[src/vrf_pkg.sv]
package vrf_pkg;

   // word geometry
   localparam int WORD_W   = 32;
   localparam int NB_BYTES = 4;

   // 64 registers
   localparam int ADDR_W = 6;

   typedef logic [WORD_W-1:0]   data_t;
   typedef logic [NB_BYTES-1:0] be_t;
   typedef logic [ADDR_W-1:0]   addr_t;

   // write request, a nonzero be marks a write
   typedef struct packed {
      addr_t addr;
      be_t   be;
      data_t data;
   } wr_req_t;

   // read request
   typedef struct packed {
      logic  en;
      addr_t addr;
   } rd_req_t;

   // read response, valid two edges after the request
   typedef struct packed {
      logic  valid;
      data_t data;
   } rd_rsp_t;

endpackage

[src/vrf_read_merge.sv]
`timescale 1ns/100ps

module vrf_read_merge
#(
   parameter int W_PORTS = 3
)
(
   input  logic             clk,
   input  logic             rstn,
   input  vrf_pkg::rd_req_t rd_i,
   // raw word of this read port from every bank
   input  vrf_pkg::data_t   bank_data_i [W_PORTS],
   output vrf_pkg::rd_rsp_t rd_o
);

   import vrf_pkg::*;

   logic  en_q;
   data_t merged;

   // xor over all banks decodes the stored value
   always_comb
   begin
      merged = '0;
      for (int p = 0; p < W_PORTS; p++)
      begin
         merged = merged ^ bank_data_i[p];
      end
   end

   // en_q lines up with the RAM output register
   // then one more edge for the response register
   always_ff @(posedge clk)
   begin
      if (!rstn)
      begin
         en_q       <= 1'b0;
         rd_o.valid <= 1'b0;
      end
      else
      begin
         en_q       <= rd_i.en;
         rd_o.valid <= en_q;
         // data only moves on a real read
         if (en_q)
         begin
            rd_o.data <= merged;
         end
      end
   end

endmodule

[config.mk]
export PLATFORM = sky130hd
export DESIGN_NAME = vrf_read_merge
export DESIGN_NICKNAME = d
export VERILOG_FILES = /design/src/vrf_pkg.sv /design/src/vrf_read_merge.sv
export SDC_FILE = /design/constraint.sdc
export NUM_CORES = 1
export LEC_CHECK = 0
export BUFFER_PORTS_ARGS = -buffer_cell sky130_fd_sc_hd__buf_4
export CORE_AREA = 2 2 63 80
export CTS_CLUSTER_DIAMETER = 150
export CTS_CLUSTER_SIZE = 40
export DETAILED_ROUTE_END_ITERATION = 12
export DIE_AREA = 0 0 65 82
export MAX_ROUTING_LAYER = met4
export PLACE_DENSITY = 0.84
export SYNTH_ARGS = -nofsm -noshare
export SYNTH_HDL_FRONTEND = slang
export SYNTH_SLANG_ARGS = --single-unit
[constraint.sdc]
create_clock -name clk -period 1.6 [get_ports clk]
set_input_delay 0.16 -clock clk [delete_from_list [all_inputs] [get_ports clk]]
set_output_delay 0.16 -clock clk [all_outputs]
set_load 0.02 [all_outputs]
==> metrics.cfg, run 1 <==
[synthesis]
synthCells=69
synth.distinct_cells=4
netlist_top_cells_area=edfxtp_1, xor3_1, dfxtp_1, and2_1
syn_nets=174
seq_area_frac_synth=0.562
synth_warnings=0
synth_seq_cells=34
syn_area_um2=1780
syn_area_per_cell_um2=25.8
yosys.area.top_type=edfxtp_1
yosysTopAreaCellShare=0.540

[routing]
drc_errors=0
first_pass_iters=3
drt-wirelength-per-cell_um=14.9
drt_iter0_markers=44
routed_wl_um=4020
viasPerCell=4.28
num_vias=1155
ant_nets=0

[global_routing]
grt_usage=0.164
antenna_found_initial=0
first_global_vias=1221
overflow=0
grt_first_pass_wirelength_um=5820
grt_max_degree=25

[floorplanning]
fp.dieW_um=65
die_area_um2=5330
start_util=0.388
die_y_um=82
rows=28
coreArea_um2=4590
io-pin-count=138

[finish]
nets=314
layout-drive-gt1-share=0.662
stdcell_area_um2=2940
layout_common_cells=buf_4, xor3_1, edfxtp_1, clkbuf_8, and2_1
antennaDiodeCount=0
synthToLayoutAreaGrowth_pct=64.9
final_common_cell=buf_4
utilization=0.640
fill_cells=368

[placement]
portBuffers=131
gp_congestion=0.817
place_area_um2=2850
hpwlAfterDp_um=3510

[power_and_ir_drop]
p_leak_nw=1.49
cellPowerDensity_nw_per_um2=737
total_power_mw=2.16
vdd_drop_max_mv=0.585

[setup_path]
r2r_slack_ps=510
crit_chain=and2_1, buf_4
critPathArrivalTime_ps=1040
start_kind=flip-flop
slowest_delay_ps=310
critical_path_required_ps=1550
crit_fanout=24
critical_path_class=flip-flop to flip-flop
cp-end-kind=flip-flop
slowest_stage=dfxtp_1

[timing]
max_clock_freq_mhz=920
finalSetupViolCount=0
finalCritPeriodShare=0.680
holdWs_ps=92.8
hold_viol_final=0
period_needed_ps=1090
worst_pin_slew_ps=311
final.setup.tns_ps=0
slew_viol_final=0
rsz0062_at_grt=no
slew_headroom=0.792
clock_skew_ps=3.25

[clocking]
clock-sinks=34
cts_resized=0
cts_root_buf=clkbuf_8
cts_tree=yes
postCtsHoldBufs=0
clk_pin_slew_ps=60
clk_latency_ps=270
numCtsBuffers=5
postCtsSetupBuffers=0
clk_path_buf_depth=2
h-tree-depth=2

[hold_path]
hp-class=input pin to flip-flop

[flow_run]
cap_violations=0

[outcome]
outcome=complete, no violations

## through the flow
step	setup slack, ps	cells
6_report	513	270
5_1_grt	456	270
4_1_cts	507	270
3_5_place_dp	516	262
3_3_place_gp	518	262
2_1_floorplan	113	69
## cell type report
class	instances	area, um^2	area share
tap	60	75.1	0.0256
clock inverter	2	8.76	0.00298
sequential	34	1000	0.341
multi-input combinational	35	779	0.266
clock buffer	6	72.6	0.0247
timing repair buffer	133	998	0.340
## flip-flops by register name, indices dropped and copies added (netlist names)
register  flops
rd_o         33
en_q          1
## worst max-delay path, delay by kind of cell, from the launching register on
family	cells	cell delay (ps)
and+or+nand+nor	1	130
DFF	1	310
buffers and inverters	1	310
## cells by family (layout without fill, tap and decap cells)
group | count (synthesis) | in the layout | share of synthesized area
flip-flops | 34 | 34 | 0.562
XOR/XNOR | 32 | 32 | 0.427
AND/OR/NAND/NOR | 3 | 3 | 0.0105
buffers and inverters | 0 | 141 | 0
## worst paths after layout
path | startpoint | end | depth (start not counted)
worst max-delay path | en_q$_SDFF_PN0_ | rd_o[18]$_DFFE_PP_ | 2
worst min-delay path | rd_i[6] | en_q$_SDFF_PN0_ | 2
worst max register to register | en_q$_SDFF_PN0_ | rd_o[18]$_DFFE_PP_ | 2
worst min register to register | en_q$_SDFF_PN0_ | rd_o[32]$_SDFF_PN0_ | 1
## cells in the mapped netlist
library cell and count:
edfxtp_1 32, dfxtp_1 2, xor3_1 32, and2_1 3
## power by group
part | total (mW) | switching [mW] | internal, mW
clock network | 0.568 | 0.270 | 0.298
logic | 0.545 | 0.154 | 0.391
registers | 1.05 | 0.00897 | 1.04
## metal layers
layer / global-route usage / part of all wire / wire [um]
met1: 0.128 / 0.28 / 1120
met4: 0.104 / 0.028 / 113
met2: 0.331 / 0.62 / 2490
met5: - / 0 / 0
met3: 0.0356 / 0.075 / 303
Power figures use the tool's default switching activity.
==> run 2: changes to the inputs <==
--- a/config.mk
+++ b/config.mk
@@ -6,13 +6,13 @@
 export NUM_CORES = 1
 export LEC_CHECK = 0
 export BUFFER_PORTS_ARGS = -buffer_cell sky130_fd_sc_hd__buf_4
-export CORE_AREA = 2 2 63 80
+export CORE_AREA = 2 2 66 84
 export CTS_CLUSTER_DIAMETER = 150
 export CTS_CLUSTER_SIZE = 40
 export DETAILED_ROUTE_END_ITERATION = 12
-export DIE_AREA = 0 0 65 82
+export DIE_AREA = 0 0 68 86
 export MAX_ROUTING_LAYER = met4
-export PLACE_DENSITY = 0.84
+export PLACE_DENSITY = 0.8
 export SYNTH_ARGS = -nofsm -noshare
 export SYNTH_HDL_FRONTEND = slang
 export SYNTH_SLANG_ARGS = --single-unit
==> constraint.sdc (replaced) <==
create_clock -name clk -period 0.9 [get_ports clk]
set_input_delay 0.09 -clock clk [delete_from_list [all_inputs] [get_ports clk]]
set_output_delay 0.09 -clock clk [all_outputs]
set_load 0.02 [all_outputs]
==> metrics.cfg, run 2 (synthesis results as in run 1) <==
[placement]
portBuffers=131
dpl_worst_slack_ps=-42.0
gp_congestion=0.719
dp.cells=265
hpwlAfterDp_um=3410

[routing]
routed_wl_um=4000
drt_iter0_markers=28
ant_nets=0
drc_errors=0
drt-wirelength-per-cell_um=14.6
viasPerCell=4.23
num_vias=1155
first_pass_iters=4

[power_and_ir_drop]
seqPwrFrac=0.443
p_sw_mw=0.814
total_power_mw=4.24
cellPowerDensity_nw_per_um2=1350
p_leak_nw=1.55
clockPowerShare=0.316
p_int_mw=3.42
combPwrFrac=0.241
vdd_drop_max_mv=1.13
switching_share=0.192

[setup_path]
crit_fanout=13
critical_path_required_ps=900
critPathArrivalTime_ps=940
cp-end-kind=flip-flop
crit_chain=and2_4, buf_12
critical_path_class=flip-flop to flip-flop
slowest_delay_ps=320
slowest_stage=dfxtp_2
start_kind=flip-flop

[clocking]
clk_path_buf_depth=2
cts_tree=yes
clk_latency_ps=280
clk_pin_slew_ps=70
cts_root_buf=clkbuf_8
numCtsBuffers=5
clock-sinks=34
h-tree-depth=2
postCtsHoldBufs=0

[floorplanning]
die_y_um=86
fp.dieW_um=68
start_util=0.356
die_area_um2=5850
io-pin-count=138
rows=29
coreArea_um2=5010

[timing]
clock_skew_ps=8.15
period_needed_ps=940
worst_pin_slew_ps=103
finalSetupViolCount=38
max_clock_freq_mhz=1060
setup_ws_ps=-40.1
hold_viol_final=0
rsz0062_at_grt=yes
slew_viol_final=0
slew_headroom=0.932
finalCritPeriodShare=1.04

[finish]
layout_common_cells=buf_4, xor3_1, edfxtp_1, buf_6, clkbuf_8
nets=315
top_register=rd_o
antennaDiodeCount=0
finalNonFillerCells=273
largest_reg_flops=33
reg_top3=rd_o: 33 flops, en_q: 1 flops
final_common_cell=buf_4
layout-drive-gt1-share=0.673
synthToLayoutAreaGrowth_pct=75.7

[global_routing]
first_global_vias=1214
grt_max_degree=14
overflow=0
antenna_found_initial=0
grt_usage=0.139
grt_first_pass_wirelength_um=5530

[outcome]
violations=negative setup slack
outcome=complete, but fails checks

[flow_run]
cap_violations=0

[hold_path]
hp-class=input pin to flip-flop

==> run 2: metrics by stage <==
stage                      util  hold slack (ps)  cell area, um^2  setup TNS, ps
after floorplan               -              212             1780          -2250
after global placement    0.580              302             2900           -672
after detailed placement  0.580              309             2900          -1110
after CTS                 0.622             6.99             3110          -1440
after global routing      0.625             12.5             3130          -2800
final                     0.625             15.7             3130          -1050
==> run 2: worst paths after layout <==
path | from | to | slack, ps | cells after the start
min | rd_i[6] | en_q$_SDFF_PN0_ | 20 | 2
max | en_q$_SDFF_PN0_ | rd_o[29]$_DFFE_PP_ | -40 | 2
max reg2reg | en_q$_SDFF_PN0_ | rd_o[29]$_DFFE_PP_ | -40 | 2
min reg2reg | en_q$_SDFF_PN0_ | rd_o[32]$_SDFF_PN0_ | 460 | 1
==> run 2: area by class of cell <==
class,instances,area (um^2)
Multi-Input combinational cell,35,782
Sequential cell,34,1000
Clock buffer,7,76.3
Clock inverter,1,30.0
Tap cell,62,77.6
Fill cell,391,1880
Timing Repair Buffer,134,1160
==> run 2: power groups by stage <==
stage               combinational [mW]  sequential (mW)  clock, mW
floorplan                        0.405             1.98          0
global placement                 0.977             1.90          0
detailed placement                1.01             1.90          0
CTS                               1.04             1.88       1.39
global route                      1.08             1.88       1.47
finish                            1.02             1.88       1.34
==> run 2: metal layers <==
layer,GRT usage,vias to the layer above,wire length (um)
li1,-,552,-
met2,0.249,69,2360
met3,0.0512,5,413
met5,-,-,0
met4,0.0545,0,51
met1,0.130,529,1180
==> run 2: what timing repair did <==
action / in CTS / in global routing
gates resized for setup: 28 / 4
endpoints found under the setup margin: 62 / 64
endpoints found under the hold margin: 0 / 0
setup buffers: 0 / 0
==> run 2: worst max-delay path, delay by kind of cell (launching register included) <==
kind                   cells  cell delay (ps)
buffers and inverters      1              150
flip-flops                 1              320
AND/OR/NAND/NOR            1              180
==> run 3: changes to the inputs <==
==> constraint.sdc (replaced) <==
create_clock -name clk -period 0.9 [get_ports clk]
set_input_delay 0 -clock clk [delete_from_list [all_inputs] [get_ports clk]]
set_output_delay 0 -clock clk [all_outputs]
set_load 0.02 [all_outputs]
==> metrics.cfg, run 3 (synthesis results as in run 1) <==
[floorplanning]
die_area_um2=5850
fp.dieW_um=68
start_util=0.356
die_y_um=86
coreArea_um2=5010
io-pin-count=138
rows=29

[setup_path]
critical_path_class=flip-flop to flip-flop
critical_path_required_ps=890
critPathArrivalTime_ps=920
start_kind=flip-flop
crit_fanout=16
cp-end-kind=flip-flop

[clocking]
cts_root_buf=clkbuf_8
clk_path_buf_depth=2
clk_pin_slew_ps=70
clk_latency_ps=280
cts_tree=yes
clock-sinks=34
h-tree-depth=2
numCtsBuffers=5
postCtsSetupBuffers=0

[global_routing]
first_global_vias=1265
grt_usage=0.133
grt_max_degree=17
antenna_found_initial=0
grt_first_pass_wirelength_um=5390
overflow=0

[finish]
finalNonFillerCells=275
stdcell_area_um2=3050
top_register=rd_o
nets=317
largest_reg_flops=33
antennaDiodeCount=0
fill_cells=395
final_common_cell=buf_4
utilization=0.608
layout-drive-gt1-share=0.671
layout_common_cells=buf_4, xor3_1, edfxtp_1, clkbuf_8
reg_top3=rd_o: 33 flops, en_q: 1 flops
synthToLayoutAreaGrowth_pct=71.0

[routing]
first_pass_iters=6
routedLengthMet1_um=1200
num_vias=1162
routed_wl_um=4050
ant_nets=0
drt-wirelength-per-cell_um=14.7
wl_met2_um=2440
routed-wl-met3_um=354
drc_errors=0
top_layer=met4
viasPerCell=4.23
drt_iter0_markers=30

[flow_run]
cap_violations=0

[placement]
hpwlAfterDp_um=3480
portBuffers=131
dp.cells=265
place_area_um2=2890
gp_congestion=0.708

[timing]
clock_skew_ps=6.25
worst_pin_slew_ps=98.0
hold_viol_final=0
finalCritPeriodShare=1.04
finalSetupViolCount=29
final.setup.tns_ps=-582
slew_viol_final=0
setup_ws_ps=-32.7
period_needed_ps=933
rsz0062_at_grt=yes
max_clock_freq_mhz=1070
slew_headroom=0.935

[outcome]
violations=negative setup slack
outcome=complete, but fails checks

[power_and_ir_drop]
p_leak_nw=1.53
cellPowerDensity_nw_per_um2=1470
vdd_drop_max_mv=0.874

[hold_path]
hp-class=input pin to flip-flop

run 3: cell count changes in the layout (fill, tap and decap cells not counted), sizes merged:
cell	change
dlygate4sd3	+2
clkinv	+1
clkbuf	-2
bufinv	+1
run 3: layout make-up:
cell class | instances | area (um^2) | area share
clock inverter | 3 | 63.8 | 0.0210
sequential | 34 | 1000 | 0.329
timing repair buffer | 136 | 1050 | 0.345
multi-input combinational | 35 | 782 | 0.257
clock buffer | 5 | 68.8 | 0.0226
tap | 62 | 77.6 | 0.0255
run 3: final timing paths:
kind,from,to,slack (ps),cells past startpoint
hold / removal,bank_data_i[2],rd_o[2]$_DFFE_PP_,30,2
setup reg to reg,en_q$_SDFF_PN0_,rd_o[13]$_DFFE_PP_,-30,2
setup / recovery,en_q$_SDFF_PN0_,rd_o[13]$_DFFE_PP_,-30,2
hold reg to reg,en_q$_SDFF_PN0_,rd_o[32]$_SDFF_PN0_,460,1
run 3: timing repair:
item / in CTS / in global routing
hold endpoints to repair: 2 / 2
resized for setup: 1 / 0
setup endpoints to repair: 32 / 32
gates cloned: 0 / 0
hold buffers: 1 / 1
run 3: report_power, final:
part	internal (mW)	total (mW)	leakage, nW	switching, mW
clock network	1.10	1.61	0.0658	0.515
registers	1.85	1.87	0.311	0.0165
logic	0.713	0.992	1.16	0.279
run 3: metrics by stage:
stage	total power, mW	hold slack, ps	worst slack, ps
after detailed placement	2.91	223	-38.8
after floorplan	2.39	122	-70.5
after CTS	4.54	-61.2	-36.1
final	4.47	30.5	-32.7
after global routing	4.65	25.0	-51.4
after global placement	2.88	215	-21.1
run 3: routing by layer:
layer | GRT usage | vias to the layer above
li1 | - | 558
met1 | 0.112 | 532
met2 | 0.256 | 68
met3 | 0.0302 | 4
met4 | 0.0673 | 0
met5 | - | -
run 3: worst max-delay path, stage by stage (launching register included):
cell and delay, ps:
dfxtp_2 320, and2_4 170, buf_12 150
